### config.mk
export PLATFORM = sky130hd
export DESIGN_NAME = bp_predictor
export DESIGN_NICKNAME = d
export VERILOG_FILES = /design/src/rtl/bp_pkg.sv /design/src/rtl/bp_btb_fill.sv /design/src/rtl/bp_btb_way.sv /design/src/rtl/bp_gshare.sv /design/src/rtl/bp_predict_merge.sv /design/src/rtl/bp_predictor.sv
export SDC_FILE = /design/constraint.sdc
export NUM_CORES = 2
export LEC_CHECK = 0
export BUFFER_PORTS_ARGS = -buffer_cell sky130_fd_sc_hd__buf_2
export CORE_AREA = 2 2 362 543
export CTS_BUF_LIST = sky130_fd_sc_hd__clkbuf_4
export DETAILED_ROUTE_END_ITERATION = 7
export DIE_AREA = 0 0 364 545
export HOLD_SLACK_MARGIN = 0.1
export PLACE_DENSITY = 0.71
export SLEW_MARGIN = 40
export SYNTH_ARGS = -nofsm -noshare
export SYNTH_HDL_FRONTEND = slang
export SYNTH_SLANG_ARGS = --single-unit
### constraint.sdc
create_clock -name clk -period 7.17 [get_ports clk]
set_input_delay 0 -clock clk [delete_from_list [all_inputs] [get_ports clk]]
set_output_delay 0 -clock clk [all_outputs]
set_load 0.005 [all_outputs]
### src/rtl/bp_pkg.sv
package bp_pkg;

    // width of every address and data word handled by the predictor
    localparam int unsigned xlen = 32;

    // major opcodes of the control transfer instructions seen at fetch
    // conditional branches take their direction from the pattern history table
    localparam logic [6:0] op_branch = 7'b1100011;

    // unconditional jumps are always predicted taken once the BTB knows them
    localparam logic [6:0] op_jal = 7'b1101111;
    localparam logic [6:0] op_jalr = 7'b1100111;

    // instructions are word aligned so the two lowest PC bits never vary
    // both the BTB set index and the gshare index start just above them
    localparam int unsigned pc_offset_bits = 2;

    // 2-bit saturating counter encodings
    // 00 strongly not taken
    // 01 weakly not taken
    // 10 weakly taken
    // 11 strongly taken
    // the counter MSB is the direction prediction
    localparam logic [1:0] pht_min = 2'b00;
    localparam logic [1:0] pht_reset_state = 2'b01;
    localparam logic [1:0] pht_max = 2'b11;

    // every counter starts weakly not taken so one taken outcome flips it
    // a freshly reset table therefore needs little training to follow a loop

    // the tag stored per BTB entry is every PC bit above the set index
    // its width depends on the number of sets and is worked out in each way

    // the branch offset of a taken branch is not decoded here
    // the BTB supplies the whole target address instead
    // this keeps the fetch path free of an adder on the immediate field

    // the sequential fall-through is pc plus 4 since compressed code is not supported

endpackage

### src/rtl/bp_btb_fill.sv
module bp_btb_fill import bp_pkg::*; #(
    parameter int unsigned num_sets = 16,
    parameter int unsigned num_ways = 2
) (
    input  logic                clk,
    input  logic                reset_i,
    input  logic                update_i,
    input  logic [xlen-1:0]     update_pc_i,
    input  logic [num_ways-1:0] update_match_i,
    output logic [num_ways-1:0] way_write_o
);

    localparam int unsigned set_bits = $clog2(num_sets);
    // a single way still gets a one bit pointer that simply stays at zero
    localparam int unsigned ptr_bits = (num_ways > 1) ? $clog2(num_ways) : 1;

    // round-robin victim pointer for every set
    logic [ptr_bits-1:0] rr_ptr_q [num_sets];

    logic [set_bits-1:0] update_set;
    logic                update_hit;
    logic [ptr_bits-1:0] victim;

    assign update_set = update_pc_i[pc_offset_bits +: set_bits];
    assign update_hit = |update_match_i;
    assign victim     = rr_ptr_q[update_set];

    // an entry that already holds this tag is rewritten where it sits
    // otherwise the set's pointer names the way that gets replaced
    always_comb begin
        way_write_o = '0;
        if (update_i) begin
            if (update_hit) begin
                way_write_o = update_match_i;
            end else begin
                way_write_o[victim] = 1'b1;
            end
        end
    end

    // only an allocation moves the pointer on
    // an in-place rewrite leaves the replacement order of the set untouched
    always_ff @(posedge clk) begin
        if (reset_i) begin
            for (int s = 0; s < num_sets; s++) begin
                rr_ptr_q[s] <= '0;
            end
        end else if (update_i && !update_hit) begin
            if (victim == ptr_bits'(num_ways - 1)) begin
                rr_ptr_q[update_set] <= '0;
            end else begin
                rr_ptr_q[update_set] <= victim + 1'b1;
            end
        end
    end

    // the ways must never hold the same tag twice in a set
    // otherwise more than one way would be written by a rewrite
    a_write_onehot: assert property (@(posedge clk) disable iff (reset_i)
        $onehot0(way_write_o));

endmodule

### src/rtl/bp_btb_way.sv
module bp_btb_way import bp_pkg::*; #(
    parameter int unsigned num_sets = 16
) (
    input  logic            clk,
    input  logic            reset_i,
    input  logic [xlen-1:0] lookup_pc_i,
    input  logic [xlen-1:0] update_pc_i,
    input  logic [xlen-1:0] update_target_i,
    input  logic            write_i,
    output logic            lookup_hit_o,
    output logic [xlen-1:0] lookup_target_o,
    output logic            update_match_o
);

    // set index sits just above the ignored low PC bits
    localparam int unsigned set_bits = $clog2(num_sets);
    // everything above the set index forms the tag
    localparam int unsigned tag_bits = xlen - pc_offset_bits - set_bits;

    // one entry per set holds a full target, the tag and a valid flag
    logic [xlen-1:0]     target_q [num_sets];
    logic [tag_bits-1:0] tag_q    [num_sets];
    logic [num_sets-1:0] valid_q;

    logic [set_bits-1:0] lookup_set;
    logic [tag_bits-1:0] lookup_tag;
    logic [set_bits-1:0] update_set;
    logic [tag_bits-1:0] update_tag;

    // split both addresses into set index and tag
    assign lookup_set = lookup_pc_i[pc_offset_bits +: set_bits];
    assign lookup_tag = lookup_pc_i[xlen-1 -: tag_bits];
    assign update_set = update_pc_i[pc_offset_bits +: set_bits];
    assign update_tag = update_pc_i[xlen-1 -: tag_bits];

    // fetch side compare
    // the target is driven even on a miss and the merge stage ignores it then
    assign lookup_hit_o    = valid_q[lookup_set] && (tag_q[lookup_set] == lookup_tag);
    assign lookup_target_o = target_q[lookup_set];

    // resolve side compare
    // the fill logic uses this to rewrite a resident entry in place
    assign update_match_o = valid_q[update_set] && (tag_q[update_set] == update_tag);

    // valid bits are the only state that has to be cleared
    // a stale target or tag behind a clear valid bit can never produce a hit
    always_ff @(posedge clk) begin
        if (reset_i) begin
            valid_q <= '0;
        end else if (write_i) begin
            valid_q[update_set] <= 1'b1;
        end
    end

    // payload storage
    // a write replaces both fields of the selected set in the same edge
    always_ff @(posedge clk) begin
        if (write_i) begin
            target_q[update_set] <= update_target_i;
            tag_q[update_set]    <= update_tag;
        end
    end

endmodule

### src/rtl/bp_gshare.sv
module bp_gshare import bp_pkg::*; #(
    parameter int unsigned num_ghr_bits = 5
) (
    input  logic                    clk,
    input  logic                    reset_i,
    input  logic [xlen-1:0]         pc_i,
    input  logic                    update_i,
    input  logic [num_ghr_bits-1:0] update_index_i,
    input  logic                    taken_i,
    input  logic                    ghr_clear_i,
    output logic [num_ghr_bits-1:0] pht_index_o,
    output logic                    pht_taken_o
);

    localparam int unsigned num_counters = 2 ** num_ghr_bits;

    // global history with the newest outcome in the LSB
    logic [num_ghr_bits-1:0] ghr_q;

    // one 2-bit saturating counter per history pattern
    logic [1:0] pht_q [num_counters];

    logic [1:0] train_count;

    // gshare hashing mixes the history into the low PC bits
    // the pipeline carries this index to resolve so training hits the same counter
    assign pht_index_o = ghr_q ^ pc_i[pc_offset_bits +: num_ghr_bits];

    // the MSB of the counter is the direction
    assign pht_taken_o = pht_q[pht_index_o][1];

    // counter being trained this cycle
    assign train_count = pht_q[update_index_i];

    // a clear overrides the shift when both arrive together
    // the shift drops the oldest outcome out of the MSB
    always_ff @(posedge clk) begin
        if (reset_i || ghr_clear_i) begin
            ghr_q <= '0;
        end else if (update_i) begin
            ghr_q <= (ghr_q << 1) | num_ghr_bits'(taken_i);
        end
    end

    // the counters start weakly not taken so they are reset as control state
    // training saturates at both ends of the range
    always_ff @(posedge clk) begin
        if (reset_i) begin
            for (int i = 0; i < num_counters; i++) begin
                pht_q[i] <= pht_reset_state;
            end
        end else if (update_i) begin
            if (taken_i) begin
                if (train_count != pht_max) begin
                    pht_q[update_index_i] <= train_count + 2'd1;
                end
            end else begin
                if (train_count != pht_min) begin
                    pht_q[update_index_i] <= train_count - 2'd1;
                end
            end
        end
    end

    // a clear still trains a counter in the same cycle
    // the history however must come out empty whatever else happened
    a_ghr_cleared: assert property (@(posedge clk)
        (reset_i || ghr_clear_i) |=> (ghr_q == '0));

endmodule

### src/rtl/bp_predict_merge.sv
module bp_predict_merge import bp_pkg::*; #(
    parameter int unsigned num_ways = 2
) (
    input  logic [xlen-1:0]          pc_i,
    input  logic [6:0]               op_i,
    input  logic [num_ways-1:0]      way_hit_i,
    input  logic [num_ways*xlen-1:0] way_target_i,
    input  logic                     pht_taken_i,
    output logic                     predict_taken_o,
    output logic [xlen-1:0]          predict_target_o
);

    logic            any_hit;
    logic [xlen-1:0] hit_target;
    logic            is_jump;

    // jumps always redirect once the BTB knows their target
    assign is_jump = (op_i == op_jal) || (op_i == op_jalr);

    // pick the target of whichever way hit
    // at most one way can hit because a set never holds a tag twice
    always_comb begin
        any_hit    = 1'b0;
        hit_target = '0;
        for (int w = 0; w < num_ways; w++) begin
            if (way_hit_i[w]) begin
                any_hit    = 1'b1;
                hit_target = way_target_i[w*xlen +: xlen];
            end
        end
    end

    // conditional branches and any other opcode follow the counter MSB
    // a miss always falls through to the next sequential word
    always_comb begin
        if (any_hit) begin
            predict_taken_o  = is_jump || pht_taken_i;
            predict_target_o = hit_target;
        end else begin
            predict_taken_o  = 1'b0;
            predict_target_o = pc_i + xlen'(4);
        end
    end

    // the fill logic keeps the tags of a set distinct across all ways
    always_comb begin
        a_single_hit: assert final ($onehot0(way_hit_i))
            else $error("more than one BTB way hit for pc %h", pc_i);
    end

endmodule

### src/rtl/bp_predictor.sv
module bp_predictor import bp_pkg::*; #(
    parameter int unsigned num_sets     = 16,
    parameter int unsigned num_ways     = 2,
    parameter int unsigned num_ghr_bits = 5
) (
    input  logic                    clk,
    input  logic                    reset_i,
    // fetch side lookup
    input  logic [xlen-1:0]         pc_i,
    input  logic [6:0]              op_i,
    // BTB write from resolve
    input  logic                    btb_update_i,
    input  logic [xlen-1:0]         btb_update_pc_i,
    input  logic [xlen-1:0]         btb_update_target_i,
    // direction training from resolve
    input  logic                    pht_update_i,
    input  logic [num_ghr_bits-1:0] pht_update_index_i,
    input  logic                    taken_i,
    input  logic                    ghr_clear_i,
    // prediction back to fetch
    output logic                    predict_taken_o,
    output logic [xlen-1:0]         predict_target_o,
    output logic [num_ghr_bits-1:0] pht_index_o
);

    // per-way lookup results flattened way by way
    logic [num_ways-1:0]      way_hit;
    logic [num_ways*xlen-1:0] way_target;

    // per-way update compare and the write select built from it
    logic [num_ways-1:0] update_match;
    logic [num_ways-1:0] way_write;

    logic pht_taken;

    // decides which way takes a BTB write
    bp_btb_fill #(
        .num_sets (num_sets),
        .num_ways (num_ways)
    ) i_fill (
        .clk            (clk),
        .reset_i        (reset_i),
        .update_i       (btb_update_i),
        .update_pc_i    (btb_update_pc_i),
        .update_match_i (update_match),
        .way_write_o    (way_write)
    );

    // the BTB ways all see the same lookup and update addresses
    for (genvar w = 0; w < num_ways; w++) begin : g_way
        bp_btb_way #(
            .num_sets (num_sets)
        ) i_way (
            .clk             (clk),
            .reset_i         (reset_i),
            .lookup_pc_i     (pc_i),
            .update_pc_i     (btb_update_pc_i),
            .update_target_i (btb_update_target_i),
            .write_i         (way_write[w]),
            .lookup_hit_o    (way_hit[w]),
            .lookup_target_o (way_target[w*xlen +: xlen]),
            .update_match_o  (update_match[w])
        );
    end

    // direction predictor with its own history
    bp_gshare #(
        .num_ghr_bits (num_ghr_bits)
    ) i_gshare (
        .clk            (clk),
        .reset_i        (reset_i),
        .pc_i           (pc_i),
        .update_i       (pht_update_i),
        .update_index_i (pht_update_index_i),
        .taken_i        (taken_i),
        .ghr_clear_i    (ghr_clear_i),
        .pht_index_o    (pht_index_o),
        .pht_taken_o    (pht_taken)
    );

    // combines the BTB hit with the direction into the fetch redirect
    bp_predict_merge #(
        .num_ways (num_ways)
    ) i_merge (
        .pc_i             (pc_i),
        .op_i             (op_i),
        .way_hit_i        (way_hit),
        .way_target_i     (way_target),
        .pht_taken_i      (pht_taken),
        .predict_taken_o  (predict_taken_o),
        .predict_target_o (predict_target_o)
    );

endmodule

Word-level counts from Yosys, hierarchy flattened

Memory sizes are Yosys's and may differ from the RTL's.
Index checks and enable logic that the tools add are counted.
W data, S select, Z words.

Bits in registers: 37
Bits in writable memories: 1936
Memories kept: 6

$add $sub $neg: 4
Order comparisons: 5
Equality and inequality tests: 7
Mux-type cells: 52
Bitwise operators: 6
Reduce and logical (&&, ||, !) cells: 15

Memory list:

| memory                  | depth | width | rd ports | clocked after memory_dff | write ports | RTL line          | text |
|---|---|---|---|---|---|---|---|
| g_way[0].i_way.target_q | 16    | 32    | 1        | 0                        | 1           | bp_btb_way.sv:21  | `logic [xlen-1:0] target_q [num_sets];` |
| g_way[1].i_way.target_q | 16    | 32    | 1        | 0                        | 1           | bp_btb_way.sv:21  |  |
| g_way[0].i_way.tag_q    | 16    | 26    | 2        | 0                        | 1           | bp_btb_way.sv:22  | `logic [tag_bits-1:0] tag_q [num_sets];` |
| g_way[1].i_way.tag_q    | 16    | 26    | 2        | 0                        | 1           | bp_btb_way.sv:22  |  |
| i_gshare.pht_q          | 32    | 2     | 2        | 0                        | 32          | bp_gshare.sv:21   | `logic [1:0] pht_q [num_counters];` |
| i_fill.rr_ptr_q         | 16    | 1     | 1        | 0                        | 16          | bp_btb_fill.sv:18 | `logic [ptr_bits-1:0] rr_ptr_q [num_sets];` |

Operators with widths:

| operator                | count |
|---|---|
| $eq A26 B26 Y1          | 4 |
| $mux W32                | 3 |
| $mux W1                 | 37 |
| $add A32 B3 Y32 const B | 1 |
| $or A16 B16 Y16         | 2 |
| $bmux W1 S4             | 4 |
| $eq A7 B7 Y1 const B    | 2 |
| $lt A4 B5 Y1 const B    | 2 |
| $mux W2                 | 4 |
| $logic_and A1 B1 Y1     | 7 |
| $mux W5                 | 1 |
| $or A5 B1 Y5            | 1 |
| $xor A5 B5 Y5           | 1 |
| $demux W1 S4            | 1 |
| $ge A4 B1 Y1 const B    | 1 |
| $mux W4                 | 1 |
| $reduce_or A2 Y1        | 2 |
| $logic_or A1 B1 Y1      | 3 |
| $add A2 B1 Y2 const B   | 1 |
| $lt A1 B2 Y1 const B    | 1 |
| $ne A2 B2 Y1 const B    | 1 |
| $or A1 B1 Y1            | 2 |
| $reduce_bool A2 Y1      | 1 |
| $sub A2 B1 Y2 const B   | 1 |
| 5 further kinds         | 5 |

Longest topological paths before layout

Depth after elaboration: 12
Gate-level depth with buffers: 18
Depth with buffers taken out: 9

Hierarchy

Synthesis repeated with hierarchy kept, for this count alone.

Cell total of the unflattened synthesis: 4471
Area, all modules: 87436.4 um2

By module, submodules not included:

| module           | times used | cells an instance | area an instance (um2) |
|---|---|---|---|
| bp_btb_way       | 2          | 1881              | 40271.1 |
| bp_gshare        | 1          | 442               | 4720.8 |
| bp_predict_merge | 1          | 181               | 1149.9 |
| bp_btb_fill      | 1          | 86                | 1023.5 |

Least setup slack after synthesis

Ideal clock, no wire load.

Kind: input-to-reg
Start point: in btb_update_pc_i[2]
End point: mem g_way[1].i_way.tag_q[0][0] (netlist name), enable pin
Arrival time: 5143 ps
Setup slack: 1552 ps
Cell stages on the path: 14
Path through: buf_2 buf_2 buf_2 nor2_1 clkbuf_1 a22o_1 nor3_1 a2111oi_0 o2111ai_1 o22ai_1 and4_1 o21ai_1 clkbuf_1 nor2_1

Cells in the longest elaborated chain, start to end: 9

Ends and longest elaborated chain:

| element                                                                   | RTL line           | text |
|---|---|---|
| from (decl)                                                               | bp_predictor.sv:13 | `input logic [xlen-1:0] btb_update_pc_i,` |
| $mem_v2 Z16 W1                                                            | n/a                |  |
| $lt A1 B2 Y1 (implied by the code) / $ge A1 B1 Y1 (equally long branches) | bp_btb_fill.sv:36  | `way_write_o[victim] = 1'b1;` |
| $logic_and A1 B1 Y1 (implied by the code)                                 | bp_btb_fill.sv:36  |  |
| $mux W1 (implied by the code)                                             | bp_btb_fill.sv:36  |  |
| $demux W1 S1                                                              | n/a                |  |
| $mux W2                                                                   | bp_btb_fill.sv:33  | `if (update_hit) begin` |
| $mux W2                                                                   | bp_btb_fill.sv:32  | `if (update_i) begin` |
| $mux W1                                                                   | bp_btb_way.sv:58   | `if (write_i) begin` |
| $mux W1 (implied by the code)                                             | bp_btb_way.sv:60   | `tag_q[update_set] <= update_tag;` |
| to (decl)                                                                 | bp_btb_way.sv:22   |  |

Parallel ways exist; a longest one is shown, timed or not. The select of a mux whose other input is x is not followed.

==> impl_metrics.csv <==
group,metric,value,unit
run_status,run_status,"complete, no violations",
clock_tree,clkSinkCount,1973,
die,core-area,0.1935,mm^2
timing,finalWorstSetupSlack,1.142,ns
timing,timing.final.setup_violations,0,
clock_tree,cts-resized-gates,0,
cells_and_area,flow.area_growth_from_synthesis,14.46,%
timing,min_period_over_period,0.8407,
setup_path,worst-path-max-fanout,17,
timing,timing.hold.ws,0.1207,ns
logic_synthesis,synth_enable_flop_cells,1936,
die,floorplan.initialDensity,0.4474,
clock_tree,clk_path_buf_depth,4,
die,die_h,545,um
setup_path,critPathRequiredTime,7.17,ns
timing,timing.final.max_slew_violations,0,
place,preCtsSetupSlack,1.599,ns
cells_and_area,nets,5100,
clock_tree,worst_setup_hold_path_clk_slew,0.07,ns
die,core.rowCount,198,
setup_path,setup_crit_end_kind,"primary output",
die,ios,152,
clock_tree,cell_at_the_root_of_the_clock_tree,"sky130_fd_sc_hd__clkbuf_4",
timing,totalNegativeSetupSlack,0,ns
place,detailed_place.area,0.09136,mm^2
detailed_routing,detail-route-antenna-nets,0,
detailed_routing,dr_total_vias,50201,
worst_hold_path,holdCritPathClass,"in2reg",
global_route,gr-usage-all-layers,0.2722,
setup_path,slowest_stage,"sky130_fd_sc_hd__mux4_1",
logic_synthesis,most_frequently_used_flop_master_after_synthesis,"sky130_fd_sc_hd__edfxtp_1",
clock_tree,cts_hold_buffers,159,
setup_path,critical-path-top-cell-by-count,"sky130_fd_sc_hd__a2111oi_0",
logic_synthesis,syn_avg_cell_area,20.02,um^2
logic_synthesis,synth_seq_cells,1973,
logic_synthesis,netlist-cell-type-count,77,
job,drv_cap,0,
power_and_ir_drop,fin_total_pwr,23750,uW
setup_path,critPathArrivalTime,6.03,ns
setup_path,crit_path_cell_trace,"mux4_1 -> o211a_1 -> o31a_1 -> a2111oi_0 -> o221ai_1 -> or4_1 -> a2111oi_0 -> and2_2 -> buf_4 -> mux2_2 -> buf_2",
detailed_routing,remaining_drc_errors,0,
cells_and_area,finalInstanceArea,0.09908,mm^2
logic_synthesis,ys_async_sr_fraction,0,
timing,slew_worst_pin,0.9347,ns
setup_path,slowest_delay,0.65,ns
logic_synthesis,synthesis.nets,4438,
power_and_ir_drop,irDropWorstVdd,0.1776,mV
die,chipWidth,364,um
timing,unrepaired_setup_endpoints_after_global_routing,"false",
die,die_area,0.1984,mm^2
power_and_ir_drop,power_density,239.7,mW/mm^2
cells_and_area,final_layout_size_suffix_gt1_frac,0.3617,
timing,final_hold_viol_count,0,
clock_tree,insertion_delay,1.29,ns
logic_synthesis,synth_seq_area_share,0.6801,
logic_synthesis,ys_warn_count,0,
detailed_routing,vias_per_cell,6.322,
global_route,grt_pass1_wl,376900,um
global_route,antenna_found_initial,24,
detailed_routing,detail_route.iter0.violations,6450,
timing,finalWorstPathRequiredPeriod,6.028,ns
place,rd_place_congestion,1.005,
timing,fmax,165.9,MHz
detailed_routing,drt-wirelength-per-cell,33.95,um
timing,final.setup_skew,0.1366,ns
clock_tree,tritoncts_clock_tree,"yes",
global_route,grt_start_max_net_pins,92,
logic_synthesis,netlist_area,0.08656,mm^2
timing,worst_case_headroom_to_the_max_slew_limit,0.3591,
detailed_routing,drt-pass1-iter-count,6,
global_route,grt_overflow_total,0,
detailed_routing,routed_wirelength,269600,um
place,place_hpwl,160200,um
power_and_ir_drop,power_leakage,0.03209,uW
logic_synthesis,postSynthCellCount,4323,
setup_path,critical_path.startpoint_type,"flip-flop",
setup_path,critical_path_class,"reg2out",
clock_tree,numCtsBuffers,453,
clock_tree,post-cts-setup-buffer-count,0,
global_route,first_global_vias,51380,
clock_tree,htree_levels,5,
place,number_of_i_o_port_buffers,148,
==> per-layer routing <==
| layer | GRT usage | wire length, um | up-vias |
|---|---|---|---|
| met5 | 0 | 104 | - |
| met4 | 0.1763 | 19640 | 20 |
| met3 | 0.07255 | 27920 | 884 |
| met2 | 0.4400 | 130500 | 3315 |
| met1 | 0.3226 | 91420 | 26076 |
| li1 | - | - | 19906 |
==> synthesized netlist by cell type, drive strengths merged (19+ instances only) <==
master,instances,area [um^2]
edfxtp,1936,58140
mux4,740,16790
mux2i,220,2202
buf,159,978.4
clkbuf,131,491.7
nand2,124,465.5
nor2,121,454.2
xnor2,105,919.6
mux2,78,983.4
inv,76,285.3
o22ai,63,394.1
o21bai,48,360.4
nor3,41,205.2
o21ai,40,200.2
dfxtp,37,740.7
a22oi,36,270.3
xor2,31,271.5
nand3,30,150.1
a21oi,29,145.1
or2,27,168.9
a221oi,25,219.0
nand4,19,133.9
nor2b,19,118.9
==> cell families (layout without fill, tap and decap cells) <==
group | after synthesis | in the layout | share of synthesized area
xor+xnor | 136 | 136 | 0.01376
buf+inv | 371 | 1376 | 0.02050
fa+ha+maj | 1 | 1 | 0.0001445
other cells | 0 | 13 | 0
compound gates | 344 | 344 | 0.02821
mux | 1038 | 1038 | 0.2308
flops | 1973 | 1973 | 0.6801
simple gates | 460 | 460 | 0.02644
==> state kept, by name, summed over array words and instances, names as in the netlist <==
register and count:
g_way.i_way.tag_q 832, i_gshare.ghr_q 5, i_gshare.pht_q 64, g_way.i_way.target_q 1024
g_way.i_way.valid_q 32, i_fill.rr_ptr_q 16
==> where the power goes <==
group          leakage [uW]  internal, uW  switching, uW  total [uW]
logic                0.0110           803           1300        2100
registers            0.0177         12800           33.7       12800
clock network       0.00338          4420           4430        8850
total                0.0321         18000           5760       23700
==> critical path: cells and delay by family, from the launching register on <==
kind | cells | cell delay (ns)
flip-flops | 1 | 0.40
AO/OA/AOI/OAI | 5 | 1.55
multiplexers | 2 | 1.07
buffers and inverters | 2 | 0.60
AND/OR/NAND/NOR | 2 | 1.10
==> layout by cell type, fill, tap and decap left out, types with 29 or more instances in the layout <==
cell                               n
sky130_fd_sc_hd__a21oi_1          29
sky130_fd_sc_hd__a22oi_1          36
sky130_fd_sc_hd__buf_12           60
sky130_fd_sc_hd__buf_2           189
sky130_fd_sc_hd__buf_4            79
sky130_fd_sc_hd__clkbuf_4        651
sky130_fd_sc_hd__clkinv_1        111
sky130_fd_sc_hd__dfxtp_1          37
sky130_fd_sc_hd__dlygate4sd3_1   145
sky130_fd_sc_hd__edfxtp_1       1936
sky130_fd_sc_hd__inv_1            74
sky130_fd_sc_hd__mux2_2           50
sky130_fd_sc_hd__mux2i_1         212
sky130_fd_sc_hd__mux4_1           34
sky130_fd_sc_hd__mux4_2          706
sky130_fd_sc_hd__nand2_1         124
sky130_fd_sc_hd__nand3_1          30
sky130_fd_sc_hd__nor2_1           87
sky130_fd_sc_hd__nor2_4           32
sky130_fd_sc_hd__nor3_1           41
sky130_fd_sc_hd__o21ai_0          35
sky130_fd_sc_hd__o21bai_1         48
sky130_fd_sc_hd__o22ai_1          63
sky130_fd_sc_hd__xnor2_1         104
==> final timing paths <==
check / from / end / slack, ns / depth (start not counted)
worst max-delay path: g_way[1].i_way.tag_q[5][0]$_DFFE_PP_ / predict_target_o[2] / 1.14 / 11
worst min-delay path: pht_update_index_i[0] / i_gshare.pht_q[25][0]$_SDFFCE_PN1P_ / 0.12 / 5
worst max register to register: g_way[1].i_way.tag_q[13][23]$_DFFE_PP_ / g_way[1].i_way.target_q[2][31]$_DFFE_PP_ / 1.70 / 11
worst min register to register: g_way[1].i_way.valid_q[10]$_SDFFE_PP0P_ / g_way[1].i_way.valid_q[10]$_SDFFE_PP0P_ / 0.48 / 2
==> stage by stage <==
stage / util / instances
after CTS: 0.5102 / 7884
after global routing: 0.5120 / 7935
after global placement: 0.4707 / 6914
after detailed placement: 0.4722 / 6927
final: 0.5121 / 7941
after floorplan: - / 4323
==> cell type report <==
cell class                 instances  area, um^2
clock buffer                     651        4887
clock inverter                   147       804.5
timing repair buffer             497        4604
multi-input combinational       1979       26310
antenna                           13       32.53
inverter                          81       312.8
tap                             2600        3253
fill                           15430       94410
sequential                      1973       58880
No activity file was read; power rests on OpenSTA's default activity.
